[config.mk]
export PLATFORM = sky130hd
export DESIGN_NAME = sys_regs
export DESIGN_NICKNAME = d
export VERILOG_FILES = /design/src/common/soc_pkg.sv /design/src/source/sys_regs.sv
export SDC_FILE = /design/constraint.sdc
export NUM_CORES = 1
export LEC_CHECK = 0
export ABC_AREA = 0
export ABC_CLOCK_PERIOD_IN_PS = 2000
export BUFFER_PORTS_ARGS = -buffer_cell sky130_fd_sc_hd__buf_4
export CORE_MARGIN = 5
export CORE_UTILIZATION = 46
export CTS_BUF_LIST = sky130_fd_sc_hd__clkbuf_8
export CTS_CLUSTER_SIZE = 28
export DETAILED_ROUTE_END_ITERATION = 6
export HOLD_SLACK_MARGIN = 0.15
export PLACE_DENSITY_LB_ADDON = 0.1
export SYNTH_ARGS = -nofsm -noshare
export SYNTH_HDL_FRONTEND = slang
export SYNTH_SLANG_ARGS = --single-unit
[constraint.sdc]
create_clock -name clk -period 2 [get_ports clk]
set_input_delay 0.4 -clock clk [delete_from_list [all_inputs] [get_ports clk]]
set_output_delay 0.4 -clock clk [all_outputs]
set_load 0.05 [all_outputs]
[src/common/soc_pkg.sv]
// soc peripheral package with address map, bus widths and shared types
package soc_pkg;

  ////////////////////////////////////////////////////////////
  // bus and register widths
  ////////////////////////////////////////////////////////////
  typedef logic [31:0] addr_t;
  typedef logic [31:0] word_t;
  // all zero on a read
  typedef logic [3:0]  wstrb_t;
  // clocks per serial bit
  typedef logic [15:0] div_t;

  typedef enum logic [1:0] {
    TX_IDLE,
    TX_START,
    TX_DATA,
    TX_STOP
  } tx_state_t;

  ////////////////////////////////////////////////////////////
  // address map
  ////////////////////////////////////////////////////////////
  localparam int BRAM_WORDS = 256;

  // io window, limit inclusive
  localparam addr_t IO_BASE  = 32'h1000_0000;
  localparam addr_t IO_LIMIT = 32'h1200_0000;

  // uart n sits at UART_TX_BASE + n * UART_STRIDE
  localparam addr_t UART_TX_BASE    = 32'h1000_0000;
  localparam addr_t UART_LSR_OFFSET = 32'h0000_0005;
  localparam addr_t UART_STRIDE     = 32'h0000_1000;

  localparam addr_t DIV_ADDR      = 32'h1000_0010;
  localparam addr_t CPU_FREQ_ADDR = 32'h1000_0014;
  localparam addr_t MEM_SIZE_ADDR = 32'h1000_0018;
  localparam addr_t REBOOT_ADDR   = 32'h1100_0000;

  ////////////////////////////////////////////////////////////
  // register contents
  ////////////////////////////////////////////////////////////
  localparam logic [15:0] REBOOT_DATA = 16'h7777;
  localparam word_t SYSTEM_CLK = 32'd250_000_000;
  localparam word_t MEM_SIZE   = 32'd1024;
  // core reset length in clocks
  localparam int RESET_HOLD = 16;
  // line status bits 13 and 14, set while the transmitter is idle
  localparam word_t LSR_TX_EMPTY_BITS = 32'h0000_6000;

endpackage
[src/source/sys_regs.sv]
// system registers with uart divider, clock and memory size, plus reboot reset
`timescale 1ns/100ps

module sys_regs (
  input  logic            clk,
  input  logic            resetn,
  input  logic            sys_sel_i,
  input  soc_pkg::addr_t  addr_i,
  input  soc_pkg::word_t  wdata_i,
  input  soc_pkg::wstrb_t wstrb_i,
  output soc_pkg::word_t  rdata_o,
  output logic            ready_o,
  output soc_pkg::div_t   div_o,
  output logic            core_resetn_o
);

  localparam int HOLD_W = $clog2(soc_pkg::RESET_HOLD + 1);

  logic              wr;
  logic              reboot_hit;
  logic              reboot_q;
  logic [HOLD_W-1:0] hold_q;
  soc_pkg::word_t    div_q;

  assign wr = |wstrb_i;
  assign reboot_hit = sys_sel_i && wr && (addr_i == soc_pkg::REBOOT_ADDR) &&
                      (wdata_i[15:0] == soc_pkg::REBOOT_DATA);

  ////////////////////////////////////////////////////////////
  // core reset generator, clocked by the board reset
  ////////////////////////////////////////////////////////////
  // reboot_q lines up with the ready pulse, so core reset falls one cycle later
  always_ff @(posedge clk) begin
    if (!resetn) begin
      reboot_q      <= 1'b0;
      hold_q        <= '0;
      core_resetn_o <= 1'b0;
    end else begin
      reboot_q <= reboot_hit;
      if (reboot_q) begin
        hold_q        <= HOLD_W'(soc_pkg::RESET_HOLD - 1);
        core_resetn_o <= 1'b0;
      end else if (hold_q != '0) begin
        hold_q <= hold_q - 1'b1;
      end else begin
        core_resetn_o <= 1'b1;
      end
    end
  end

  ////////////////////////////////////////////////////////////
  // register access
  ////////////////////////////////////////////////////////////
  // divider with byte strobes
  always_ff @(posedge clk) begin
    if (!core_resetn_o) begin
      div_q <= '0;
    end else if (sys_sel_i && wr && (addr_i == soc_pkg::DIV_ADDR)) begin
      for (int b = 0; b < 4; b++) begin
        if (wstrb_i[b]) div_q[8*b +: 8] <= wdata_i[8*b +: 8];
      end
    end
  end

  always_ff @(posedge clk) begin
    if (!core_resetn_o) ready_o <= 1'b0;
    else ready_o <= sys_sel_i;
  end

  always_ff @(posedge clk) begin
    if (sys_sel_i) begin
      case (addr_i)
        soc_pkg::DIV_ADDR:      rdata_o <= div_q;
        soc_pkg::CPU_FREQ_ADDR: rdata_o <= soc_pkg::SYSTEM_CLK;
        soc_pkg::MEM_SIZE_ADDR: rdata_o <= soc_pkg::MEM_SIZE;
        default:                rdata_o <= '0;
      endcase
    end
  end

  // low half feeds the uart bit timers
  assign div_o = div_q[15:0];

  assert property (@(posedge clk) disable iff (!resetn)
    $fell(core_resetn_o) |-> !core_resetn_o [*soc_pkg::RESET_HOLD] ##1 core_resetn_o)
    else $error("sys_regs: core reset pulse has wrong length");

endmodule

==> results.toml <==
[place]
place_hpwl_um = 5650
dpl-instance-area_um2 = 4220
gp_congestion = 0.756
dp.cells = 499
portBuffers = 120

[synthesis]
synth_top_family_by_area = "simple AND/OR/NAND/NOR gates"
synth-xor-area-share_pct = 0.272
synthMuxAreaShare_pct = 10.3
synth_compound_area_share_pct = 3.66
yosysTopAreaCell = "edfxtp_1"
synthArstFlopShare_pct = 0
ys_ff_latch = 72
synth_cells = 299
netlist.area_leader.share_pct = 29.9
syn_area_um2 = 3220
synth_edf_count = 32
synth_nets = 371
synthAdderAreaFrac_pct = 0.389
syn_area_per_cell_um2 = 10.8
ys_top_cells_by_area = "edfxtp_1 30%, dfxtp_1 25%, mux2i_1 10%"
synth-main-ff-cell = "dfxtp_1"
ys_types = 33
yosysSeqAreaShare_pct = 54.8
synth-simple-area-share_pct = 25.3
yosys_warnings = 0

[power_and_ir_drop]
power_density_nw_per_um2 = 713
power_uw = 3170
vdd_drop_max_uv = 343
total_leakage_power_uw = 0.00183

[job]
cap_viol_max_count = 0

[routing]
ant_nets = 0
met1_length_um = 3200
wl_met3_um = 555
drc = 0
route.met2.wl_um = 3650
highest_layer = "met4"
wl_um = 7540
via_per_inst = 4.87
drt_iter0_drc = 93
vias = 2508
routedWlPerCell_um = 14.6
first_pass_iters = 5

[final_layout]
area_growth_pct = 38.1
nNetsFinal = 486
diodes = 0
fin_cells = 515
post-route-util_pct = 65.3
final_layout_size_suffix_gt1_share_pct = 38.9
finalInstanceArea_um2 = 4440

[global_routing]
grt-ovfl-total = 0
grt_pass1_vias = 2513
antenna_found_initial = 0
grt_max_degree = 67
grt_pass1_wl_um = 12000
grt_use_total_pct = 17.7

[timing]
period_needed_ns = 1.66
setup_tns_ns = 0
max_slew_margin_pct = 57.5
setup_viol = 0
drv_slew = 0
rsz0062_at_grt = "false"
max_freq_ghz = 0.604
hold_viol_final = 0
period_share_pct = 82.8
fin_skew_ns = 0.00896
worstMarginPinSlew_ns = 0.632

[clock_tree]
ctsHoldBuffers = 0
h-tree-depth = 3
clkLatencyLatePin_ns = 0.35
clock-sinks = 72
post-cts-setup-buffers = 0
cts_buffer_depth = 2
post_cts_resized = 0
root_buffer = "clkbuf_8"
cts_tree = "yes"
cts_inserted_buffers = 9
clk_pin_slew_worst_paths_ns = 0.08

[setup_path]
required_ns = 2.25
critical_path_arrival_ns = 1.90
critPathLaunchType = "flip-flop"
regToRegStartpoint = "hold_q[1]"
critPathCaptureType = "flip-flop"
startpoint = "hold_q[1]"
worstSetupPathType = "reg2reg"
path_max_fanout = 5

[floorplan]
io_pins = 121
dieArea_um2 = 8760
coreArea_um2 = 6790
start_util_pct = 47.3
die_h_um = 93.6
rows = 30
die_w_um = 93.6

[status]
outcome = "finished, final reports clean"

[worst_hold_path]
hp-start = "resetn"
hp-class = "in2reg"
==> final timing paths <==
| check | end | slack, ns | depth (start not counted) |
|---|---|---|---|
| max | hold_q[3] | 0.34 | 6 |
| min | hold_q[2] | 0.31 | 2 |
| max reg2reg | hold_q[3] | 0.34 | 6 |
| min reg2reg | div_q[30] | 0.45 | 2 |
==> flip-flops by register name, summed over array words and instances, names as in the netlist <==
register	cells
reboot_q	1
rdata_o	32
div_q	32
core_resetn_o	1
hold_q	5
ready_o	1
==> where the power goes <==
part / internal (uW) / switching, uW / leakage [uW]
Combinational: 142 / 193 / 0.00106
Clock: 730 / 541 / 0.000114
Sequential: 1550 / 6.90 / 0.000653
Total: 2430 / 740 / 0.00183
==> cell usage in the layout (no fill, tap or decap), types with 3 or more instances in the layout <==
master / synthesis / layout
nand2_1: 69 / 69
o21a_1: 4 / 4
dfxtp_1: 40 / 39
clkbuf_8: 0 / 10
buf_12: 0 / 4
nor2_1: 17 / 17
edfxtp_1: 32 / 32
and2_1: 19 / 19
nand4b_1: 3 / 3
nor4_4: 5 / 5
nand3_1: 3 / 3
buf_4: 16 / 128
o21ai_0: 3 / 3
nor4_2: 5 / 5
nor3_1: 3 / 3
a21oi_1: 13 / 13
mux2i_1: 33 / 33
==> metrics by stage <==
step | setup slack (ns) | hold slack [ns]
floorplan | 0.0985 | 0.430
global placement | 0.0946 | 0.438
detailed placement | 0.0136 | 0.445
CTS | 0.322 | 0.294
global route | 0.0763 | 0.299
finish | 0.344 | 0.308
==> critical path, stage by stage (launching register included) <==
cell	delay, ns
dfxtp_1	0.33
inv_1	0.08
ha_1	0.16
nand2b_1	0.09
nor3_1	0.50
o21ai_0	0.20
o21a_1	0.19
==> layout make-up <==
| cell class | count | area [um^2] |
|---|---|---|
| timing repair buffer | 132 | 1040 |
| inverter | 2 | 7.51 |
| clock buffer | 10 | 138 |
| fill | 575 | 2350 |
| clock inverter | 6 | 82.6 |
| sequential | 72 | 1760 |
| tap | 96 | 120 |
| multi-input combinational | 197 | 1290 |
==> kinds of logic after synthesis <==
logic type / count (synthesis)
compound gates: 21
xor+xnor: 1
fa+ha+maj: 1
buf+inv: 30
flops: 72
mux: 33
simple gates: 141
==> synthesized netlist by cell type (2+ instances only) <==
cell      number
a21oi_1       13
and2_1        19
buf_4         16
clkbuf_1      12
dfxtp_1       40
edfxtp_1      32
inv_1          2
mux2i_1       33
nand2_1       69
nand2b_1       2
nand3_1        3
nand4b_1       3
nor2_1        17
nor3_1         3
nor3b_1        2
nor4_1         2
nor4_2         5
nor4_4         5
o21a_1         4
o21ai_0        3
or4_1          2
==> routing by layer <==
metal | track usage (%) | vias up
met5 | 0 | -
met4 | 7.58 | 0
met3 | 4.75 | 11
met2 | 29.5 | 94
met1 | 21.6 | 1152
li1 | - | 1251
(Power assumes the default switching activity.)
