File: src/common/soc_pkg.sv
// soc peripheral package with address map, bus widths and shared types
package soc_pkg;

  ////////////////////////////////////////////////////////////
  // bus and register widths
  ////////////////////////////////////////////////////////////
  typedef logic [31:0] addr_t;
  typedef logic [31:0] word_t;
  // all zero on a read
  typedef logic [3:0]  wstrb_t;
  // clocks per serial bit
  typedef logic [15:0] div_t;

  typedef enum logic [1:0] {
    TX_IDLE,
    TX_START,
    TX_DATA,
    TX_STOP
  } tx_state_t;

  ////////////////////////////////////////////////////////////
  // address map
  ////////////////////////////////////////////////////////////
  localparam int BRAM_WORDS = 256;

  // io window, limit inclusive
  localparam addr_t IO_BASE  = 32'h1000_0000;
  localparam addr_t IO_LIMIT = 32'h1200_0000;

  // uart n sits at UART_TX_BASE + n * UART_STRIDE
  localparam addr_t UART_TX_BASE    = 32'h1000_0000;
  localparam addr_t UART_LSR_OFFSET = 32'h0000_0005;
  localparam addr_t UART_STRIDE     = 32'h0000_1000;

  localparam addr_t DIV_ADDR      = 32'h1000_0010;
  localparam addr_t CPU_FREQ_ADDR = 32'h1000_0014;
  localparam addr_t MEM_SIZE_ADDR = 32'h1000_0018;
  localparam addr_t REBOOT_ADDR   = 32'h1100_0000;

  ////////////////////////////////////////////////////////////
  // register contents
  ////////////////////////////////////////////////////////////
  localparam logic [15:0] REBOOT_DATA = 16'h7777;
  localparam word_t SYSTEM_CLK = 32'd250_000_000;
  localparam word_t MEM_SIZE   = 32'd1024;
  // core reset length in clocks
  localparam int RESET_HOLD = 16;
  // line status bits 13 and 14, set while the transmitter is idle
  localparam word_t LSR_TX_EMPTY_BITS = 32'h0000_6000;

endpackage
File: src/uart/uart_tx.sv
// uart transmitter, start bit, 8 data bits lsb first and stop bit
`timescale 1ns/100ps

module uart_tx (
  input  logic          clk,
  input  logic          resetn,
  input  logic          start_i,
  input  logic [7:0]    byte_i,
  input  soc_pkg::div_t div_i,
  output logic          busy_o,
  output logic          tx_o
);

  soc_pkg::tx_state_t state_q;
  soc_pkg::div_t      cnt_q;
  logic [2:0]         bit_q;
  logic [7:0]         shift_q;
  logic               bit_end;

  // last clock of the current bit, divisor 0 acts like 1
  assign bit_end = ({1'b0, cnt_q} + 17'd1) >= {1'b0, div_i};

  always_ff @(posedge clk) begin
    if (!resetn) begin
      state_q <= soc_pkg::TX_IDLE;
      cnt_q   <= '0;
      bit_q   <= '0;
      shift_q <= '0;
      tx_o    <= 1'b1;
    end else begin
      cnt_q <= bit_end ? '0 : cnt_q + 1'b1;
      case (state_q)
        soc_pkg::TX_IDLE: begin
          cnt_q <= '0;
          tx_o  <= 1'b1;
          if (start_i) begin
            shift_q <= byte_i;
            tx_o    <= 1'b0;
            state_q <= soc_pkg::TX_START;
          end
        end
        soc_pkg::TX_START: begin
          if (bit_end) begin
            bit_q   <= '0;
            tx_o    <= shift_q[0];
            state_q <= soc_pkg::TX_DATA;
          end
        end
        soc_pkg::TX_DATA: begin
          if (bit_end) begin
            if (bit_q == 3'd7) begin
              tx_o    <= 1'b1;
              state_q <= soc_pkg::TX_STOP;
            end else begin
              shift_q <= shift_q >> 1;
              tx_o    <= shift_q[1];
              bit_q   <= bit_q + 1'b1;
            end
          end
        end
        soc_pkg::TX_STOP: begin
          if (bit_end) state_q <= soc_pkg::TX_IDLE;
        end
        default: state_q <= soc_pkg::TX_IDLE;
      endcase
    end
  end

  // high through the end of the stop bit
  assign busy_o = (state_q != soc_pkg::TX_IDLE);

endmodule

File: config.mk
export PLATFORM = sky130hd
export DESIGN_NAME = uart_tx
export DESIGN_NICKNAME = d
export VERILOG_FILES = /design/src/common/soc_pkg.sv /design/src/uart/uart_tx.sv
export SDC_FILE = /design/constraint.sdc
export NUM_CORES = 1
export LEC_CHECK = 0
export BUFFER_PORTS_ARGS = -buffer_cell sky130_fd_sc_hd__buf_2
export CORE_MARGIN = 5
export CORE_UTILIZATION = 57
export CTS_CLUSTER_DIAMETER = 30
export DETAILED_ROUTE_END_ITERATION = 8
export PLACE_DENSITY_LB_ADDON = 0.3
export SYNTH_ARGS = -nofsm -noshare
export SYNTH_HDL_FRONTEND = slang
export SYNTH_SLANG_ARGS = --single-unit
File: constraint.sdc
create_clock -name clk -period 4.05 [get_ports clk]
set_clock_uncertainty 0.1 [all_clocks]
set_input_delay 0.2025 -clock clk [delete_from_list [all_inputs] [get_ports clk]]
set_output_delay 0.2025 -clock clk [all_outputs]
set_load 0.1 [all_outputs]
==> metrics.md <==
| Metric | Value |
|---|---|
| Root Driver | `clkbuf_4` |
| Pin count of the biggest net entering global routing | `28` |
| Half-perimeter wire length after placement | `2950 µm` |
| WP data required | `4210 ps` |
| Vias/cell | `5.26` |
| Reg-to-reg endpoint | `cnt_q[8]$_SDFF_PP0_` |
| Gpl congestion | `0.785` |
| Synthesized area | `1980 µm²` |
| DIE WIDTH | `68.9 µm` |
| Routed wire length | `3750 µm` |
| Max-cap viol count | `0` |
| Commonest non-fill, non-tap cells in the layout | `dfxtp_1, buf_2, nand2_1` |
| Clk sinks | `30` |
| Layout cells sized above 1 | `21.2%` |
| Seq cells post-synth | `30` |
| Gate power share | `45.1%` |
| Startpoint types | `flop` |
| Post-CTS Resized | `0` |
| Crit-path cells | `ha_1 -> and4_4 -> and3_1 -> and3_1 -> xor2_1 -> ha_1 -> a21oi_1 -> nor2b_1 -> a311o_1 -> a211oi_4 -> nand3_2 -> and2b_1` |
| Fin crit period | `3490 ps` |
| Max_slew headroom | `56.9%` |
| Fin worst setup slack | `558 ps` |
| Area of the core | `3360 µm²` |
| Global route overflow | `0` |
| Post-layout util | `65.0%` |
| Fin crit share | `86.2%` |
| CP peak stage delay | `410 ps` |
| Htree depth | `2` |
| P_sw | `0.000428 W` |
| Worst Hold Launch | `byte_i[2]` |
| Cells after Synth | `228` |
| Hold buffers post-CTS | `0` |
| Tightest Pin Transition | `647 ps` |
| CP max-delay cell | `dfxtp_1` |
| Worst-path clk slew | `90 ps` |
| FMAX | `0.286 GHz` |
| Hold Fails Final Rpt | `0` |
| WL/cell | `12.4 µm` |
| Critical Path AT | `3660 ps` |
| Remaining DRCs | `0` |
| I/O pin cnt | `29` |
| Outcome | `finished clean` |
| Ant diodes | `0` |
| First-pass GRT wire length | `6430 µm` |
| P_leak | `1.07 nW` |
| Commonest non-fill, non-tap cell in the layout | `dfxtp_1` |
| YS warnings | `0` |
| Number of global-route vias before repair | `1,579` |
| Int Pwr | `0.000598 W` |
| R2R Setup Slk | `560 ps` |
| R2r startpoint | `cnt_q[0]$_SDFF_PP0_` |
| Routed Antenna Nets | `0` |
| Setup WS pre-CTS | `567 ps` |
| Die Height | `68.9 µm` |
| Min-delay worst type | `input port to flop` |
| I/O Buffers | `28` |
| Worst skew pair latency | `320 ps` |
| Final setup fails | `0` |
| # rows | `21` |
| Unrepaired setup endpoints after global routing | `false` |
| Post-synth ARST share | `0%` |
| Sequential element share of the synthesized area | `30.3%` |
| Ys flop type | `dfxtp_1` |
| Area grow syn2layout | `10.4%` |
| Switching fraction of total power | `41.7%` |
| Hold Crit Endpoint | `shift_q[2]$_SDFFE_PN0P_` |
| EDFF count, synth | `0` |
| Setup TNS | `0 ps` |
| GRT Overall Usage | `18.0%` |
| Vias post-DR | `1,584` |
| Clk pwr share | `16.8%` |
| Initial Util | `58.9%` |
| DIE AREA | `4750 µm²` |
| 1st-iter DRT viols | `71` |
| Post-Syn Nets | `278` |
| NumNets Final | `306` |
| CP endpoint kind | `flop` |
| CTS tree | `done` |
| Hold Path Depth | `4` |
| Reg power frac | `38.1%` |
| Maximum clock path buffer count | `2` |
| Peak supply drop | `0.000265 V` |
| CP Launch Point | `cnt_q[0]$_SDFF_PP0_` |
| Slew Limit Fails | `0` |
| Reg2Reg Depth | `12` |
| Initial antenna violation count | `0` |
| CP max FO | `16` |
| Synth cell types | `42` |
| Total setup buffers inserted after CTS | `0` |
| Crit path kind | `flop to flop` |
| Avg Cell Area, Syn | `8.69 µm²` |
| Final Instance Area | `2190 µm²` |
| Placed inst area | `2140 µm²` |
| Power Dens Cells | `469 nW/µm²` |
| Number of buffers created by CTS | `5` |
| Pre-Repair DR Iteration Count | `4` |
## power by group through the flow
stage,clock (W),combinational (W),sequential [W]
2_1_floorplan,0,0.000379,0.000418
3_5_place_dp,0,0.000462,0.000396
3_3_place_gp,0,0.000459,0.000396
4_1_cts,0.000176,0.000467,0.000391
5_1_grt,0.000193,0.000512,0.000399
6_report,0.000173,0.000463,0.000390
## Yosys cell counts (2+ instances only)
cell / count / area [µm²]
dfxtp_1: 30 / 601
nand2_1: 24 / 90.1
ha_1: 23 / 288
inv_1: 21 / 78.8
mux2i_1: 12 / 120
nand3_1: 11 / 55.1
xnor2_1: 10 / 87.6
o21ai_0: 9 / 45.0
nor2_1: 8 / 30.0
nor2b_2: 8 / 70.1
a21oi_1: 7 / 35.0
o211ai_1: 6 / 45.0
or2_2: 6 / 37.5
and2b_1: 4 / 30.0
and3_1: 4 / 25.0
clkbuf_1: 4 / 15.0
nor2b_1: 4 / 25.0
xor2_1: 4 / 35.0
nand4_1: 3 / 18.8
nor3_1: 3 / 15.0
a21o_1: 2 / 15.0
and2_1: 2 / 12.5
buf_6: 2 / 22.5
nand2b_1: 2 / 12.5
o22ai_1: 2 / 12.5
## through the flow
stage	hold WS (ps)	power (W)	cells
floorplan	338	0.000798	228
global placement	346	0.000855	295
detailed placement	354	0.000858	295
CTS	158	0.00103	301
global route	189	0.00110	301
finish	163	0.00103	301
## critical path, delay by kind of cell (launching register included)
family                     cells  cell delay [ps]
xor gates and xnor gates       1              170
and+or+nand+nor                6             1440
adders and majority gates      2              500
AOI/OAI and AO/OA              3              810
DFF                            1              410
## per-layer routing
layer  share of wire (%)  global-route usage (%)
met2                  47                    29.8
met3                 4.5                    6.16
met5                   0                       0
met4                 1.1                    6.81
met1                  47                    21.5
## cell families (layout without fill, tap and decap cells)
kind of cell | count (synthesis) | count (layout) | synth area share [%]
AND/OR/NAND/NOR | 85 | 85 | 24.1
AO/OA/AOI/OAI | 34 | 34 | 11.9
flip-flops | 30 | 30 | 30.3
buffers and inverters | 29 | 56 | 6.32
adder cells (fa/ha/maj) | 23 | 23 | 14.5
XOR/XNOR | 14 | 14 | 6.19
multiplexers | 13 | 13 | 6.63
## layout make-up
class                      instances  area (µm²)
multi-input combinational        169        1250
fill                             305        1180
sequential                        30         601
timing repair buffer              28         140
inverter                          22        82.6
tap                               46        57.6
clock buffer                       6        51.3
## registers in the layout (all words and copies together) (netlist names)
name / flops
state_q: 2
cnt_q: 16
bit_q: 3
shift_q: 8
tx_o: 1
## how the worst max path moves through the flow
| stage | cells after the start | endpoint | slack (ps) |
|---|---|---|---|
| final | 12 | cnt_q[8]$_SDFF_PP0_ | 560 |
| after global routing | 12 | cnt_q[7]$_SDFF_PP0_ | 330 |
| after detailed placement | 12 | cnt_q[8]$_SDFF_PP0_ | 570 |
| after global placement | 12 | cnt_q[7]$_SDFF_PP0_ | 700 |
| after floorplan | 13 | shift_q[0]$_SDFFE_PN0P_ | 1080 |
| after CTS | 12 | cnt_q[8]$_SDFF_PP0_ | 550 |
Power figures use the tool's default switching activity.
