## src/common/soc_pkg.sv

```systemverilog
// soc peripheral package with address map, bus widths and shared types
package soc_pkg;

  ////////////////////////////////////////////////////////////
  // bus and register widths
  ////////////////////////////////////////////////////////////
  typedef logic [31:0] addr_t;
  typedef logic [31:0] word_t;
  // all zero on a read
  typedef logic [3:0]  wstrb_t;
  // clocks per serial bit
  typedef logic [15:0] div_t;

  typedef enum logic [1:0] {
    TX_IDLE,
    TX_START,
    TX_DATA,
    TX_STOP
  } tx_state_t;

  ////////////////////////////////////////////////////////////
  // address map
  ////////////////////////////////////////////////////////////
  localparam int BRAM_WORDS = 256;

  // io window, limit inclusive
  localparam addr_t IO_BASE  = 32'h1000_0000;
  localparam addr_t IO_LIMIT = 32'h1200_0000;

  // uart n sits at UART_TX_BASE + n * UART_STRIDE
  localparam addr_t UART_TX_BASE    = 32'h1000_0000;
  localparam addr_t UART_LSR_OFFSET = 32'h0000_0005;
  localparam addr_t UART_STRIDE     = 32'h0000_1000;

  localparam addr_t DIV_ADDR      = 32'h1000_0010;
  localparam addr_t CPU_FREQ_ADDR = 32'h1000_0014;
  localparam addr_t MEM_SIZE_ADDR = 32'h1000_0018;
  localparam addr_t REBOOT_ADDR   = 32'h1100_0000;

  ////////////////////////////////////////////////////////////
  // register contents
  ////////////////////////////////////////////////////////////
  localparam logic [15:0] REBOOT_DATA = 16'h7777;
  localparam word_t SYSTEM_CLK = 32'd250_000_000;
  localparam word_t MEM_SIZE   = 32'd1024;
  // core reset length in clocks
  localparam int RESET_HOLD = 16;
  // line status bits 13 and 14, set while the transmitter is idle
  localparam word_t LSR_TX_EMPTY_BITS = 32'h0000_6000;

endpackage
```

## src/uart/uart_ctrl.sv

```systemverilog
// uart register block, transmit register and line status register
`timescale 1ns/100ps

module uart_ctrl (
  input  logic            clk,
  input  logic            resetn,
  input  logic            uart_sel_i,
  input  logic            lsr_access_i,
  input  soc_pkg::word_t  wdata_i,
  input  soc_pkg::wstrb_t wstrb_i,
  input  logic            busy_i,
  output logic            tx_start_o,
  output logic [7:0]      tx_byte_o,
  output soc_pkg::word_t  rdata_o,
  output logic            ready_o
);

  logic tx_write;
  logic tx_idle;

  assign tx_write = uart_sel_i && !lsr_access_i && (|wstrb_i);
  // a start still in flight counts as busy
  assign tx_idle  = !busy_i && !tx_start_o;

  ////////////////////////////////////////////////////////////
  // transmit register
  ////////////////////////////////////////////////////////////
  // byte dropped when the transmitter is busy
  always_ff @(posedge clk) begin
    if (!resetn) tx_start_o <= 1'b0;
    else tx_start_o <= tx_write && tx_idle;
  end

  always_ff @(posedge clk) begin
    if (tx_write) tx_byte_o <= wdata_i[7:0];
  end

  ////////////////////////////////////////////////////////////
  // reply
  ////////////////////////////////////////////////////////////
  always_ff @(posedge clk) begin
    if (!resetn) ready_o <= 1'b0;
    else ready_o <= uart_sel_i;
  end

  // line status reports transmit state only
  always_ff @(posedge clk) begin
    if (uart_sel_i) begin
      rdata_o <= (lsr_access_i && tx_idle) ? soc_pkg::LSR_TX_EMPTY_BITS : '0;
    end
  end

  assert property (@(posedge clk) disable iff (!resetn)
    tx_start_o |-> !busy_i)
    else $error("uart_ctrl: start issued to a busy transmitter");

endmodule

```

## config.mk

```make
export PLATFORM = sky130hd
export DESIGN_NAME = uart_ctrl
export DESIGN_NICKNAME = d
export VERILOG_FILES = /design/src/common/soc_pkg.sv /design/src/uart/uart_ctrl.sv
export SDC_FILE = /design/constraint.sdc
export NUM_CORES = 1
export LEC_CHECK = 0
export BUFFER_PORTS_ARGS = -buffer_cell sky130_fd_sc_hd__buf_4
export CAP_MARGIN = 20
export CORE_MARGIN = 3
export CORE_UTILIZATION = 26
export DETAILED_ROUTE_END_ITERATION = 16
export PLACE_DENSITY = 0.7
export SYNTH_ARGS = -nofsm -noshare
export SYNTH_HDL_FRONTEND = slang
export SYNTH_SLANG_ARGS = --single-unit
export TNS_END_PERCENT = 1
```

## constraint.sdc

```tcl
create_clock -name clk -period 1.7 [get_ports clk]
set_input_delay 0.34 -clock clk [delete_from_list [all_inputs] [get_ports clk]]
set_output_delay 0.34 -clock clk [all_outputs]
set_load 0.01 [all_outputs]
```

==> results of run 1 <==
[sequential cells by signal (all words and copies together) (netlist names)]
register    flops
ready_o         1
tx_byte_o       8
tx_start_o      1
rdata_o         1
[layer usage]
metal	vias up	GRT usage, %
li1	165	-
met1	144	2.86
met2	37	8.27
met3	2	1.39
met4	0	8.94
met5	-	0
[report_power, final]
group          switching, mW  total, mW  internal [mW]
registers            0.00441      0.314          0.310
clock network         0.0737      0.164         0.0903
logic                 0.0573      0.107         0.0499
[Yosys cell counts]
| master | instances | share of area [%] |
|---|---|---|
| and2_1 | 1 | 1.0 |
| buf_4 | 31 | 39 |
| conb_1 | 1 | 0.63 |
| dfxtp_1 | 2 | 6.7 |
| edfxtp_1 | 9 | 45 |
| nor3b_1 | 2 | 2.5 |
| nor4_1 | 1 | 1.0 |
| nor4b_2 | 1 | 2.5 |
| or3b_1 | 1 | 1.5 |
[final cells by class]
cell class              count  area share, %
well taps                  27           4.45
clock buffers               4           3.46
flip-flops and latches     11           40.9
multi-input cells          36           21.6
repair buffers             30           29.7
[per-stage QoR]
stage,setup TNS (ns),hold WS (ns)
finish,0,0.254
global placement,-0.304,0.518
CTS,0,0.242
detailed placement,-0.175,0.519
floorplan,0,0.411
global route,0,0.237
[worst max-delay path, cell delays in order]
cell,delay (ns)
buf_4,0.11
nor4_1,0.41
nor3b_1,0.09
clkbuf_4,0.20
[cell families (layout without fill, tap and decap cells)]
logic type    Yosys count  after routing  share of synthesized area, %
flops                  11             11                          51.9
buf+inv                31             34                          38.9
simple gates            6              6                          8.58
other cells             1             30                         0.627
[worst paths after layout]
path | start | end | slack [ns] | cells after the start
max | wstrb_i[1] | tx_byte_o[7]$_DFFE_PP_ | 0.56 | 4
min | wdata_i[3] | tx_byte_o[3]$_DFFE_PP_ | 0.25 | 1
max reg2reg | tx_start_o$_SDFF_PN0_ | tx_start_o$_SDFF_PN0_ | 0.70 | 2
min reg2reg | tx_start_o$_SDFF_PN0_ | rdata_o[13]$_DFFE_PP_ | 0.57 | 1
==> metrics.txt, run 1 <==
status=complete, no violations; first-pass GRT wire length=897 um; final core utilization=36.8%; maximum vdd drop=roughly 0.30 mV; HPWL Detailed=787 um; CTS Hold Bufs=0; fin crit share=67.1%; P&R area growth vs syn=27.0%; FF+latch area=310 sq um; Critical Path AT=between 1 and 1.5 ns; io pins=83; synth warn=0; vias in the first global route=~240; diode count=0; initial antenna violation count=0; IO buf count=28; drt drc=0; top routing layer in use=met4; worst-skew pair later-pin latency=0.26 ns; Required @ worst endpoint=between 1.5 and 2 ns; DP Worst Slack=-0.0220 ns; multi-input combinational cell area=around 160 sq um; DP Cell Count=a little over 100; syn avg cell area=12.2 sq um; Final Hold Fails=0; fin cells=108; Fin Clk Skew=0.00000686 ns; Pwr Density=between 700 and 800 mW/mm^2; DR pass1 iterations=1; largest fanout on the critical path=8; Startpoint Class=input port; core area=just over 0.002 sq mm; CP Class=input port to flip-flop; flops & latches, synth=11; Die W=54.0 um; Max Cap Viol=0; ANT nets after route=0; RD Place Congestion=a little under 0.6; distinct cell type count after synthesis=9; most frequent cells in the layout=conb_1 (30), buf_4 (29), edfxtp_1 (9); drt via density=3.22; sequential element share of the synthesized area=roughly half; fill cell count=211; htree depth=1; post-layout minimum cycle time=approximately 1.1 ns; Post-Syn Area=598 sq um; Max Freq=just under 900 MHz; starting DRC count in detailed routing=0; final setup violation count=0; max-slew violation count=0; cts repair resizes=0; CTS root buffer=clkbuf_4; Placed Area=726 sq um; largest net degree at the start of global routing=9; routed length per placed instance=around 8.2 um; Longest Clk Path Bufs=2; CTS tree=done; clock-pin slew on the worst setup and hold paths=about 0.060 ns; Leak Pwr=~0.37 nW; met2 wire length=415 um; Die ar.=0.00291 sq mm; Total Routing Usage GR=4.84%; Pwr Total=0.586 mW; routed vias=348; met3 wire len=240 um; Worst Setup End Kind=flip-flop; commonest non-fill, non-tap cell in the layout=conb_1; CTS Sinks=11; postcts setup bufs=0; Hold/Removal Path Class=input port to flip-flop; number of placement rows=16; Die H=54.0 um; Num CTS Buffers=3; metal1 wirelength=219 um; total grt overflow=0; post-route cell area=approximately 760 sq um; RSZ-0062 raised after global routing=false; layout cells sized above 1=42.0%; Final #Nets=123; Initial Util=between 20 and 30%; Mapped Cells=49; post-route setup slack=0.559 ns; Routed WL=890 um
Note: power is estimated with default switching activity, not from simulation.
==> run 2: changes to the inputs <==
--- a/config.mk
+++ b/config.mk
@@ -5,6 +5,7 @@
 export SDC_FILE = /design/constraint.sdc
 export NUM_CORES = 1
 export LEC_CHECK = 0
+export ABC_AREA = 1
 export BUFFER_PORTS_ARGS = -buffer_cell sky130_fd_sc_hd__buf_4
 export CAP_MARGIN = 20
 export CORE_MARGIN = 3
==> constraint.sdc (replaced) <==
create_clock -name clk -period 1.1 [get_ports clk]
set_input_delay 0.22 -clock clk [delete_from_list [all_inputs] [get_ports clk]]
set_output_delay 0.22 -clock clk [all_outputs]
set_load 0.01 [all_outputs]
==> run 2 against run 1 <==
Net effect:
- hold slack worse by 0.12 ns
- design area down 1.2%
- first-iteration DRC count up 2
- wire length up 8.8%
- largest power group unchanged
- sequential power up 55%
==> metrics.txt, run 2 <==
DP Worst Slack=0.00248 ns (+0.0245 ns); Pwr Total=0.906 mW (+55%); Synth area leader=edfxtp_1; first-pass GRT wire length=1200 um (+34%); Die ar.=0.00294 sq mm (+0.93%); multi-input combinational cell area=159 sq um (-3.1%); total grt overflow=0 (unchanged); post-route setup slack=0.0887 ns (-0.471 ns); maximum vdd drop=0.424 mV (+40%); starting DRC count in detailed routing=2 (+2); Num CTS Buffers=3 (unchanged); CP Buf/Inv Count=1 (-1); Leak Pwr=0.389 nW (+4.7%); cts repair resizes=0 (unchanged); number of placement rows=16 (unchanged); Post-synth ARST share=0% (unchanged); DR pass1 iterations=3 (+2); Final #Nets=128 (+4.1%); clock-pin slew on the worst setup and hold paths=0.06 ns (about the same); routed vias=366 (+5.2%); layout cells sized above 1=38.4% (-3.6 points); Required @ worst endpoint=0.88 ns (-0.83 ns); Fin Clk Skew=0.0000136 ns (+0.00000677 ns); syn avg cell area=10.8 sq um (-12%); vias in the first global route=293 (+20%); io pins=83 (unchanged); largest net degree at the start of global routing=9 (unchanged); Hold/Removal Path Class=input port to flip-flop; core area=0.00208 sq mm (+0.97%); HPWL Detailed=861 um (+9.3%); worst-skew pair later-pin latency=0.25 ns (about the same); Startpoint Class=flip-flop; sequential element share of the synthesized area=51.3% (-0.54 points); drt drc=0 (unchanged); initial antenna violation count=0 (unchanged); setup tns final=0 ns (unchanged); ys flop type=edfxtp_1; crit path cell chain=buf_4; drt via density=3.24 (+0.52%); RSZ-0062 raised after global routing=false; top cells by count, synth=buf_4 (31), edfxtp_1 (9), nand2_1 (4), inv_1 (3), nor2_1 (3); family with the most delay on the worst path=flip-flops; IO buf count=28 (unchanged); Die H=54.2 um (+0.46%); final setup violation count=0 (unchanged); largest fanout on the critical path=2 (-6); CP Class=flip-flop to output pin; status=complete, no violations; Longest Clk Path Bufs=2 (unchanged); Critical Path AT=0.79 ns (-0.36 ns); Die W=54.2 um (+0.46%); CTS tree=done; Total Routing Usage GR=5.71% (+0.86 points); Worst Setup End Kind=output pin; CTS root buffer=clkbuf_4; Initial Util=29.0% (about the same); synth warn=0 (unchanged); postcts setup bufs=0 (unchanged); crit path max-delay cell type=edfxtp_1; Top reg by flops=tx_byte_o; Pwr Density=1210 mW/mm^2 (+56%); max reg flops=8 (unchanged); Synth top area share=44.7% (-0.47 points); synth top area cells=edfxtp_1 (45%), buf_4 (39%), dfxtp_1 (6.6%); Placed Area=724 sq um (-0.17%); FF+latch area=310 sq um (unchanged); EDFF count, synth=9 (unchanged); Final Hold Fails=0 (unchanged); flops & latches, synth=11 (unchanged); Post-Syn Area=604 sq um (+1.0%); Routed WL=968 um (+8.8%); Mapped Cells=56 (+14%); most frequent cell after synthesis=buf_4; Max Cap Viol=0 (unchanged); slowest cell delay on critical path=0.38 ns (-0.03 ns); post-route cell area=751 sq um (-1.2%); RD Place Congestion=0.706 (+20%); commonest non-fill, non-tap cell in the layout=conb_1; final hold slack=0.138 ns (-0.116 ns); max-slew violation count=0 (unchanged); most frequent cells in the layout=conb_1 (30), buf_4 (28), edfxtp_1 (9); htree depth=1 (unchanged); CTS Sinks=11 (unchanged); distinct cell type count after synthesis=9 (unchanged); routed length per placed instance=8.57 um (+4.0%); Max Freq=989 MHz; P&R area growth vs syn=24.2%; fin crit share=91.9%; fill cell count=207 (-1.9%); CTS Hold Bufs=0 (unchanged); ANT nets after route=0 (unchanged); diode count=0 (unchanged); post-layout minimum cycle time=between 1 and 1.5 ns
==> run 2: cell types whose count changed after synthesis, sizes merged <==
| cell | delta |
|---|---|
| and2 | -1 |
| inv | +3 |
| nand2 | +4 |
| nor2 | +5 |
| nor3b | -1 |
| nor4 | -1 |
| nor4b | -1 |
| or3b | -1 |
==> run 2: worst paths after layout <==
check,start,to,slack (ns),cells after the start
min reg2reg,tx_start_o$_SDFF_PN0_,tx_start_o$_SDFF_PN0_,0.55,3
min,wdata_i[5],tx_byte_o[5]$_DFFE_PP_,0.14,1
max,rdata_o[13]$_DFFE_PP_,rdata_o[14],0.09,1
max reg2reg,tx_start_o$_SDFF_PN0_,rdata_o[13]$_DFFE_PP_,0.43,1
==> run 2: final cells by class <==
class / instances / area share (%)
Clock buffer: 4 / 3.50
Timing Repair Buffer: 28 / 28.0
Multi-Input combinational cell: 40 / 21.2
Sequential cell: 11 / 41.3
Inverter: 3 / 1.50
Tap cell: 27 / 4.50
==> run 2: metal layers <==
layer / track usage [%] / vias to the layer above / part of all wire (%)
met3: 1.36 / 0 / 25
met5: 0 / - / 0
met4: 3.73 / 0 / 0
met1: 4.55 / 155 / 24
li1: - / 172 / -
met2: 11.8 / 39 / 52
==> run 2: report_power, final <==
| part | switching (mW) | internal, mW |
|---|---|---|
| combinational | 0.0934 | 0.0723 |
| clock | 0.114 | 0.140 |
| sequential | 0.00758 | 0.479 |
| total | 0.215 | 0.691 |
==> run 2: cell families (layout without fill, tap and decap cells) <==
family,after synthesis,after routing,share of synthesized area (%)
and+or+nand+nor,10,10,7.66
DFF,11,11,51.3
other,1,30,0.621
buffers and inverters,34,35,40.4
==> run 2: through the flow <==
| stage | std cells | util (%) |
|---|---|---|
| after floorplan | 85 | - |
| after global placement | 109 | 34.8 |
| after detailed placement | 109 | 34.8 |
| after CTS | 113 | 36.1 |
| after global routing | 113 | 36.1 |
| final | 113 | 36.1 |
