[src/common/soc_pkg.sv]
// soc peripheral package with address map, bus widths and shared types
package soc_pkg;

  ////////////////////////////////////////////////////////////
  // bus and register widths
  ////////////////////////////////////////////////////////////
  typedef logic [31:0] addr_t;
  typedef logic [31:0] word_t;
  // all zero on a read
  typedef logic [3:0]  wstrb_t;
  // clocks per serial bit
  typedef logic [15:0] div_t;

  typedef enum logic [1:0] {
    TX_IDLE,
    TX_START,
    TX_DATA,
    TX_STOP
  } tx_state_t;

  ////////////////////////////////////////////////////////////
  // address map
  ////////////////////////////////////////////////////////////
  localparam int BRAM_WORDS = 256;

  // io window, limit inclusive
  localparam addr_t IO_BASE  = 32'h1000_0000;
  localparam addr_t IO_LIMIT = 32'h1200_0000;

  // uart n sits at UART_TX_BASE + n * UART_STRIDE
  localparam addr_t UART_TX_BASE    = 32'h1000_0000;
  localparam addr_t UART_LSR_OFFSET = 32'h0000_0005;
  localparam addr_t UART_STRIDE     = 32'h0000_1000;

  localparam addr_t DIV_ADDR      = 32'h1000_0010;
  localparam addr_t CPU_FREQ_ADDR = 32'h1000_0014;
  localparam addr_t MEM_SIZE_ADDR = 32'h1000_0018;
  localparam addr_t REBOOT_ADDR   = 32'h1100_0000;

  ////////////////////////////////////////////////////////////
  // register contents
  ////////////////////////////////////////////////////////////
  localparam logic [15:0] REBOOT_DATA = 16'h7777;
  localparam word_t SYSTEM_CLK = 32'd250_000_000;
  localparam word_t MEM_SIZE   = 32'd1024;
  // core reset length in clocks
  localparam int RESET_HOLD = 16;
  // line status bits 13 and 14, set while the transmitter is idle
  localparam word_t LSR_TX_EMPTY_BITS = 32'h0000_6000;

endpackage
[src/source/bus_decode.sv]
// memory bus decoder, target selects, unclaimed and fault replies, reply merge
`timescale 1ns/100ps

module bus_decode #(
  parameter int NUM_UARTS = 2
) (
  input  logic                   clk,
  input  logic                   resetn,
  input  logic                   mem_valid_i,
  input  soc_pkg::addr_t         mem_addr_i,
  input  soc_pkg::wstrb_t        mem_wstrb_i,
  output logic                   ram_sel_o,
  output logic                   sys_sel_o,
  output logic [NUM_UARTS-1:0]   uart_sel_o,
  output logic                   lsr_access_o,
  input  logic                   ram_ready_i,
  input  soc_pkg::word_t         ram_rdata_i,
  input  logic                   sys_ready_i,
  input  soc_pkg::word_t         sys_rdata_i,
  input  logic [NUM_UARTS-1:0]   uart_ready_i,
  input  soc_pkg::word_t         uart_rdata_i [NUM_UARTS],
  output soc_pkg::word_t         mem_rdata_o,
  output logic                   mem_ready_o,
  output logic                   access_fault_o
);

  logic                 wr;
  logic                 rd;
  logic                 is_ram;
  logic                 is_io;
  logic                 is_sys;
  logic [NUM_UARTS-1:0] tx_hit;
  logic [NUM_UARTS-1:0] lsr_hit;
  logic                 unclaimed;
  logic                 fault;
  logic                 zero_ready_q;
  logic                 fault_ready_q;

  assign wr = |mem_wstrb_i;
  assign rd = ~wr;

  ////////////////////////////////////////////////////////////
  // region decode
  ////////////////////////////////////////////////////////////
  assign is_ram = mem_addr_i < soc_pkg::addr_t'(soc_pkg::BRAM_WORDS * 4);
  assign is_io  = (mem_addr_i >= soc_pkg::IO_BASE) && (mem_addr_i <= soc_pkg::IO_LIMIT);

  // constants are read only, reboot is write only
  assign is_sys = (mem_addr_i == soc_pkg::DIV_ADDR) ||
                  (rd && (mem_addr_i == soc_pkg::CPU_FREQ_ADDR)) ||
                  (rd && (mem_addr_i == soc_pkg::MEM_SIZE_ADDR)) ||
                  (wr && (mem_addr_i == soc_pkg::REBOOT_ADDR));

  for (genvar i = 0; i < NUM_UARTS; i++) begin : g_uart_match
    localparam soc_pkg::addr_t TX_ADDR = soc_pkg::UART_TX_BASE + soc_pkg::UART_STRIDE * i;

    assign tx_hit[i]  = wr && (mem_addr_i == TX_ADDR);
    assign lsr_hit[i] = rd && (mem_addr_i == TX_ADDR + soc_pkg::UART_LSR_OFFSET);
  end

  assign lsr_access_o = |lsr_hit;
  assign unclaimed    = is_io && !is_sys && !(|tx_hit) && !(|lsr_hit);
  assign fault        = !is_ram && !is_io;

  // one select per access, dropped while the target answers
  assign ram_sel_o  = mem_valid_i && is_ram && !ram_ready_i;
  assign sys_sel_o  = mem_valid_i && is_sys && !sys_ready_i;
  assign uart_sel_o = {NUM_UARTS{mem_valid_i}} & (tx_hit | lsr_hit) & ~uart_ready_i;

  // replies the decoder gives itself
  always_ff @(posedge clk) begin
    if (!resetn) begin
      zero_ready_q  <= 1'b0;
      fault_ready_q <= 1'b0;
    end else begin
      zero_ready_q  <= mem_valid_i && unclaimed && !zero_ready_q;
      fault_ready_q <= mem_valid_i && fault && !fault_ready_q;
    end
  end

  ////////////////////////////////////////////////////////////
  // reply merge
  ////////////////////////////////////////////////////////////
  assign mem_ready_o    = ram_ready_i || sys_ready_i || (|uart_ready_i) ||
                          zero_ready_q || fault_ready_q;
  assign access_fault_o = fault_ready_q;

  // unclaimed and faulty accesses read as zero
  always_comb begin
    mem_rdata_o = (ram_ready_i ? ram_rdata_i : '0) | (sys_ready_i ? sys_rdata_i : '0);
    for (int k = 0; k < NUM_UARTS; k++) begin
      mem_rdata_o = mem_rdata_o | (uart_ready_i[k] ? uart_rdata_i[k] : '0);
    end
  end

  // targets are decoded exclusively, so replies never overlap
  assert property (@(posedge clk) disable iff (!resetn)
    $onehot0({ram_ready_i, sys_ready_i, uart_ready_i, zero_ready_q, fault_ready_q}))
    else $error("bus_decode: more than one target ready");

endmodule

[config.mk]
export PLATFORM = sky130hd
export DESIGN_NAME = bus_decode
export DESIGN_NICKNAME = d
export VERILOG_FILES = /design/src/common/soc_pkg.sv /design/src/source/bus_decode.sv
export SDC_FILE = /design/constraint.sdc
export NUM_CORES = 1
export LEC_CHECK = 0
export ABC_AREA = 0
export BUFFER_PORTS_ARGS = -buffer_cell sky130_fd_sc_hd__buf_2
export CORE_AREA = 2 2 81 83
export CTS_CLUSTER_DIAMETER = 60
export DETAILED_ROUTE_END_ITERATION = 6
export DIE_AREA = 0 0 83 85
export GPL_TIMING_DRIVEN = 0
export SETUP_SLACK_MARGIN = 0.4
export SYNTH_ARGS = -nofsm -noshare
export SYNTH_HDL_FRONTEND = slang
export SYNTH_SLANG_ARGS = --single-unit
[constraint.sdc]
create_clock -name clk -period 3.18 [get_ports clk]
set_clock_uncertainty 0.2 [all_clocks]
set_input_delay 0.636 -clock clk [delete_from_list [all_inputs] [get_ports clk]]
set_output_delay 0.636 -clock clk [all_outputs]
set_load 0.01 [all_outputs]
==> results of run 1 <==
routing by layer:
metal  vias to the layer above  wire length, um
met3                         2              586
met2                       143             3120
met4                         0               20
met5                         -                0
li1                       1087                -
met1                       964             2470
power breakdown:
| part | total (mW) | switching (mW) | internal (mW) |
|---|---|---|---|
| combinational | 0.276 | 0.130 | 0.146 |
| sequential | 0.0266 | 0.000534 | 0.0261 |
| clock | 0.0975 | 0.0177 | 0.0798 |
metrics by stage:
step	TNS, ns	power (mW)
floorplan	0	0.139
global placement	0	0.296
detailed placement	-0.00671	0.300
CTS	0	0.405
global route	0	0.437
finish	0	0.400
cell usage after synthesis (all sizes together):
library cell	count	area, um^2
clkbuf	16	60.1
a2111oi	2	25.0
dfxtp	2	40.0
nor4bb	1	10.0
nor4b	2	17.5
or2	1	6.26
and3b	1	8.76
nor3	4	20.0
o21ai	1	5.00
nor2	4	15.0
nor4	9	56.3
inv	2	7.51
a22oi	64	480
nand3	1	5.00
or4	4	33.8
o41ai	1	16.3
or3	4	30.0
nand2	38	143
a21oi	1	5.00
nand4	2	12.5
a31oi	1	6.26
state kept, by name (all words and copies together), names as in the netlist:
| signal | flops |
|---|---|
| zero_ready_q | 1 |
| access_fault_o | 1 |
kinds of logic (layout without fill, tap and decap cells):
group / after synthesis / after routing / share of synthesized area
compound gates: 70 / 70 / 0.536
flops: 2 / 2 / 0.0399
buf+inv: 18 / 234 / 0.0673
simple gates: 71 / 71 / 0.357
how the worst max path moves through the flow:
stage,start,depth (start not counted),slack (ns),to
after floorplan,mem_addr_i[1],5,0.28,uart_sel_o[1]
after global placement,mem_addr_i[19],6,0.0009,sys_sel_o
after detailed placement,mem_addr_i[23],6,-0.007,sys_sel_o
after CTS,mem_addr_i[1],7,0.08,uart_sel_o[1]
after global routing,mem_addr_i[1],7,0.004,uart_sel_o[1]
final,mem_addr_i[1],7,0.07,uart_sel_o[1]
cell type report:
type	instances	area, um^2	share of cell area
inverter	2	7.51	0.00318
buffer	16	66.3	0.0281
timing repair buffer	213	1110	0.469
sequential	2	40.0	0.0169
clock buffer	3	41.3	0.0175
tap	77	96.3	0.0408
multi-input combinational	141	1000	0.425
critical path: stages:
cell	delay, ns
buf_6	0.09
or4_4	0.53
or3_4	0.36
a21oi_4	0.16
nand2_4	0.09
nor4bb_4	0.24
buf_2	0.17
timing repair:
action,4_1_cts,5_1_grt
hold buffers,0,0
setup endpoints to repair,5,32
setup buffers,6,2
pin swaps,5,5
gates resized for setup,8,12
==> flow_metrics.tcl, run 1 <==
set metrics [dict create \
    viasPerCell 4.84 \
    final_common_cell "buf_2" \
    clk_latency_ns 0.21 \
    synth_area_um2 1000 \
    final_cell_mix "buf_2 (202), a22oi_1 (64), nand2_1 (37)" \
    rsz0062_at_grt "yes" \
    ant_nets 0 \
    nFillCells 695 \
    met2_usage 0.298 \
    max_clock_freq_ghz 0.321 \
    cp-end-kind "primary output" \
    grtUsageMet1 0.196 \
    antenna_found_initial 0 \
    wl_per_cell_um 13.6 \
    cts_tree "yes" \
    ir_drop_uv 94.9 \
    r2r-end "zero_ready_q" \
    p_leak_nw 1.26 \
    whs_ns 0.246 \
    ys_ff_latch 2 \
    grt_pass1_vias 2110 \
    period_minus_slack_ns 3.11 \
    cts_buffers 3 \
    chipHeight_um 85 \
    synth.avg_cell_area_um2 6.23 \
    dp_slack_ns -0.00671 \
    ios 210 \
    gp_congestion 0.783 \
    cts_buffer_depth 2 \
    synth_cells 161 \
    gr-usage-met3 0.0253 \
    path_class "input pin to primary output" \
    finalSetupViolations 0 \
    placed_cells 443 \
    clk_pin_slew_ns 0.03 \
    vias 2196 \
    power.density_nw_per_um2 169 \
    drv_cap 0 \
    overflow 0 \
    tightest_slew_ns 0.489 \
    critPathArrivalTime_ns 2.28 \
    dp_hpwl_um 5280 \
    cp_max_fo 2 \
    busiest_layer "met2" \
    hold_violations 0 \
    finalMaxSlewViolations 0 \
    nets 550 \
    hp-start "access_fault_o" \
    min_to "access_fault_o" \
    grt_first_pass_wirelength_um 9630 \
    diodes 0 \
    wl_um 6200 \
    worstHoldPathCells 1 \
    drt_iter0_drc 56 \
    final_cell_area_um2 2360 \
    dieArea_um2 7060 \
    coreArea_um2 6200 \
    rows 29 \
    firstDrtPassIters 4 \
    ff2ff_setup_slack_ns 2.09 \
    route.detailed.drc 0 \
    portBuffers 205 \
    reg2regPathDepth 2 \
    ys_types 24 \
    hold_path_class "register to register" \
    h-tree-depth 1 \
    final_util 0.381 \
    initial_utilization 0.162 \
    start_kind "input pin" \
    timing.slew.headroom 0.671 \
    drive_above_1_share 0.631 \
    status "finished, final reports clean" \
    crit_required_ns 2.34 \
    root_buffer "clkbuf_8" \
    synth_seq_area_share 0.0399 \
    period_share 0.979 \
    die_width_um 83 \
    area_growth_pct 136 \
    final_cells 454 \
    placed_cell_area_um2 2200 \
    yosysWarnings 0 \
    grt_use_total 0.161 \
    clock-sinks 2 \
    fin_ws_ns 0.0680 \
    syn-num-nets 332 \
    grt_max_degree 11 \
    timing.rr.start "zero_ready_q" \
]
No activity file was read; power rests on OpenSTA's default activity.
==> run 2: changes to the inputs <==
--- a/config.mk
+++ b/config.mk
@@ -12,7 +12,6 @@
 export DETAILED_ROUTE_END_ITERATION = 6
 export DIE_AREA = 0 0 83 85
 export GPL_TIMING_DRIVEN = 0
-export SETUP_SLACK_MARGIN = 0.4
 export SYNTH_ARGS = -nofsm -noshare
 export SYNTH_HDL_FRONTEND = slang
 export SYNTH_SLANG_ARGS = --single-unit
==> run 2 against run 1 <==
Compared with the run above: global-route usage barely moved; largest power group unchanged; largest cell class unchanged; critical path depth unchanged; sequential power about the same; highest routed layer unchanged; utilization decreased by 2.2 points.
==> flow_metrics.tcl, run 2 (same netlist as run 1, synthesis figures left out) <==
set metrics [dict create \
    p_total_mw 0.399 \
    grt_pass1_vias 2097 \
    dp_hpwl_um 4960 \
    grt_use_total 0.160 \
    timing.rr.start "zero_ready_q" \
    initial_utilization 0.162 \
    cts_tree "yes" \
    period_share 0.981 \
    placed_cells 443 \
    placed_cell_area_um2 2130 \
    rsz0062_at_grt "yes" \
    timing.slew.headroom 0.668 \
    grt_first_pass_wirelength_um 9640 \
    pwr-share-clk 0.256 \
    clk_pin_slew_ns 0.03 \
    rows 29 \
    path_cells "buf_6 -> or4_4 -> or3_4 -> a21oi_4 -> nand2_2 -> nor4bb_1 -> buf_2" \
    wl_um 5970 \
    max_clock_freq_ghz 0.320 \
    clk_latency_ns 0.21 \
    viasPerCell 4.69 \
    internal_power_mw 0.249 \
    drv_cap 0 \
    p_leak_nw 1.18 \
    root_buffer "clkbuf_8" \
    seqPwrFrac 0.067 \
    coreArea_um2 6200 \
    holdBufCountCts 0 \
    ant_nets 0 \
    cp-end-kind "primary output" \
    antenna_found_initial 0 \
    crit_slowest_cell "or4_4" \
    h-tree-depth 1 \
    power.density_nw_per_um2 179 \
    ff2ff_setup_slack_ns 2.06 \
    dieArea_um2 7060 \
    drt_iter0_drc 58 \
    final_common_cell "buf_2" \
    overflow 0 \
    status "finished, final reports clean" \
    comb_power_share 0.677 \
    gp_congestion 0.869 \
    swShare 0.376 \
    hold_path_class "register to register" \
    chipHeight_um 85 \
    grt_max_degree 11 \
    crit_start "mem_addr_i[1]" \
    fin_ws_ns 0.0597 \
    ios 210 \
    start_kind "input pin" \
    cp_max_fo 3 \
    setup_tns_ns 0 \
    hp-start "access_fault_o" \
    ir_drop_uv 174 \
    nets 544 \
    clock-sinks 2 \
    wl_per_cell_um 13.3 \
    drive_above_1_share 0.598 \
    path_class "input pin to primary output" \
    final_util 0.359 \
    switching_power_mw 0.150 \
    die_width_um 83 \
    finalSetupViolations 0 \
    reg2regPathDepth 2 \
    critPathArrivalTime_ns 2.28 \
    period_minus_slack_ns 3.12 \
    finalMaxSlewViolations 0 \
    cts_buffer_depth 2 \
    hold_violations 0 \
    cts_buffers 3 \
    whs_ns 0.256 \
    crit_end "uart_sel_o[1]" \
    dp_slack_ns -0.141 \
    final_cells 448 \
    firstDrtPassIters 5 \
    diodes 0 \
    final_cell_mix "buf_2 (204), a22oi_1 (64), nand2_1 (37)" \
    tightest_slew_ns 0.497 \
    slowest_delay_ns 0.52 \
    portBuffers 205 \
    vias 2100 \
    r2r-end "zero_ready_q" \
    final_cell_area_um2 2230 \
    route.detailed.drc 0 \
    area_growth_pct 122 \
    crit_required_ns 2.34 \
]
## run 2: cell types whose count changed in the layout (fill, tap and decap cells not counted), sizes merged
cell,change
buf,-6
## run 2: worst min path at each step
stage / end / cells after the start
2_1_floorplan: zero_ready_q / 2
3_3_place_gp: access_fault_o / 1
3_5_place_dp: access_fault_o / 1
4_1_cts: access_fault_o / 1
5_1_grt: access_fault_o / 1
6_report: access_fault_o / 1
## run 2: per-layer routing
metal	vias up	part of all wire	track usage
met2	118	0.50	0.304
met4	0	0.0050	0.0298
li1	1077	-	-
met3	3	0.082	0.0195
met1	902	0.42	0.194
met5	-	0	0
## run 2: what timing repair did
item,4_1_cts,5_1_grt
gates cloned,0,0
gates resized for setup,3,7
endpoints found under the setup margin,3,3
setup buffers,0,2
pin swaps,1,5
## run 2: cell type report
type	instances	area (um^2)
buffer	16	60.1
clock buffer	3	41.3
fill	674	3980
inverter	2	7.51
multi-input combinational	141	935
sequential	2	40.0
tap	77	96.3
timing repair buffer	207	1050
## run 2: power groups by stage
stage / clock [mW] / sequential (mW) / combinational (mW)
after global placement: 0 / 0.0270 / 0.265
after floorplan: 0 / 0.0272 / 0.109
after CTS: 0.105 / 0.0267 / 0.270
after detailed placement: 0 / 0.0270 / 0.268
after global routing: 0.104 / 0.0268 / 0.302
final: 0.102 / 0.0267 / 0.270
## run 2: critical path, delay by kind of cell
kind / cells / cell delay, ns
buffers and inverters: 2 / 0.27
and+or+nand+nor: 4 / 1.23
AOI/OAI and AO/OA: 1 / 0.15
==> run 3: changes to the inputs <==
--- a/config.mk
+++ b/config.mk
@@ -11,7 +11,7 @@
 export CTS_CLUSTER_DIAMETER = 60
 export DETAILED_ROUTE_END_ITERATION = 6
 export DIE_AREA = 0 0 83 85
-export GPL_TIMING_DRIVEN = 0
+export GPL_TIMING_DRIVEN = 1
 export SYNTH_ARGS = -nofsm -noshare
 export SYNTH_HDL_FRONTEND = slang
 export SYNTH_SLANG_ARGS = --single-unit
==> run 3 against run 2 <==
Compared with the run above: final cell count decreased by 2.2%; combinational power is 3% lower; sequential share of layout area barely moved.
==> flow_metrics.tcl, run 3 (same netlist as run 1, synthesis figures left out) <==
set metrics [dict create \
    status "finished, final reports clean" \
    worstHoldPathCells 1 \
    max_clock_freq_ghz 0.322 \
    swShare 0.371 \
    ios 210 \
    route.detailed.drc 0 \
    critPathArrivalTime_ns 2.27 \
    final_util 0.352 \
    comb_power_share 0.676 \
    initial_utilization 0.162 \
    area_growth_pct 118 \
    grt_first_pass_wirelength_um 8740 \
    portBuffers 209 \
    root_buffer "clkbuf_8" \
    vias 2110 \
    diodes 0 \
    internal_power_mw 0.245 \
    hold_path_class "register to register" \
    coreArea_um2 6200 \
    cts_buffers 3 \
    h-tree-depth 1 \
    crit_required_ns 2.34 \
    drive_above_1_share 0.620 \
    period_minus_slack_ns 3.10 \
    seqPwrFrac 0.069 \
    cp-end-kind "primary output" \
    start_kind "input pin" \
    timing.slew.headroom 0.547 \
    wl_um 5570 \
    tightest_slew_ns 0.680 \
    chipHeight_um 85 \
    overflow 0 \
    cp_max_fo 2 \
    power.density_nw_per_um2 178 \
    path_class "input pin to primary output" \
    grt_use_total 0.143 \
    finalMaxSlewViolations 0 \
    grt_max_degree 35 \
    pwr-share-clk 0.255 \
    reg2regPathDepth 2 \
    firstDrtPassIters 4 \
    ant_nets 0 \
    dp_slack_ns 0.0367 \
    clk_pin_slew_ns 0.03 \
    final_common_cell "buf_2" \
    gp_congestion 0.832 \
    cts_buffer_depth 2 \
    die_width_um 83 \
    p_leak_nw 1.18 \
    final_cell_mix "buf_2 (209), a22oi_1 (64), nand2_1 (38)" \
    cts_tree "yes" \
    nets 534 \
    ir_drop_uv 123 \
    antenna_found_initial 0 \
    wl_per_cell_um 12.7 \
    viasPerCell 4.82 \
    clock-sinks 2 \
    p_total_mw 0.389 \
    switching_power_mw 0.144 \
    clk_latency_ns 0.21 \
    hold_violations 0 \
    holdBufCountCts 0 \
    drv_cap 0 \
    drt_iter0_drc 76 \
    dp_hpwl_um 4420 \
    dieArea_um2 7060 \
    grt_pass1_vias 1944 \
    period_share 0.975 \
    finalSetupViolations 0 \
    fin_ws_ns 0.0780 \
    rows 29 \
]
-- run 3: changes by cell type in the layout (fill, tap and decap cells not counted), sizes merged --
| cell | previous run | this run |
|---|---|---|
| clkbuf | 19 | 3 |
| buf | 207 | 213 |
-- run 3: worst paths after layout --
| kind | startpoint | endpoint | slack (ns) |
|---|---|---|---|
| max | mem_addr_i[1] | uart_sel_o[1] | 0.08 |
| min | access_fault_o | access_fault_o | 0.27 |
| max reg2reg | zero_ready_q | zero_ready_q | 2.06 |
| min reg2reg | access_fault_o | access_fault_o | 0.27 |
-- run 3: power by group through the flow --
stage | combinational [mW] | clock [mW] | sequential, mW
3_3_place_gp | 0.259 | 0 | 0.0269
5_1_grt | 0.294 | 0.107 | 0.0269
2_1_floorplan | 0.109 | 0 | 0.0272
3_5_place_dp | 0.263 | 0 | 0.0270
6_report | 0.263 | 0.0994 | 0.0267
4_1_cts | 0.264 | 0.103 | 0.0267
-- run 3: per-stage QoR --
step	area (um^2)	setup TNS, ns	hold slack [ns]	instances
final	2180	0	0.266	438
after CTS	2160	0	0.258	438
after floorplan	1000	0	0.283	161
after global routing	2180	-0.0380	0.299	438
after detailed placement	2120	0	0.252	435
after global placement	2120	0	0.243	435
-- run 3: area by class of cell --
cell class                      count  area, um^2
Clock buffer                        3        41.3
Fill cell                         690        4020
Inverter                            2        7.51
Multi-Input combinational cell    141         923
Sequential cell                     2        40.0
Tap cell                           77        96.3
Timing Repair Buffer              213        1080
-- run 3: repair_timing --
item                                    CTS  global route
setup buffers                             0             0
endpoints found under the hold margin     0             0
endpoints found under the setup margin    0             3
resized for setup                         0             4
-- run 3: worst max-delay path, cell delays in order --
cell and delay (ns):
buf_2 0.10, or4_4 0.53, or3_4 0.35, a21oi_2 0.14, nand2_1 0.10, nor4bb_1 0.25, buf_2 0.17
-- run 3: metal layers --
metal  track usage  wire (um)
met4        0.0209         31
met1         0.174       2310
met3        0.0253        474
met2         0.267       2760
met5             0          0
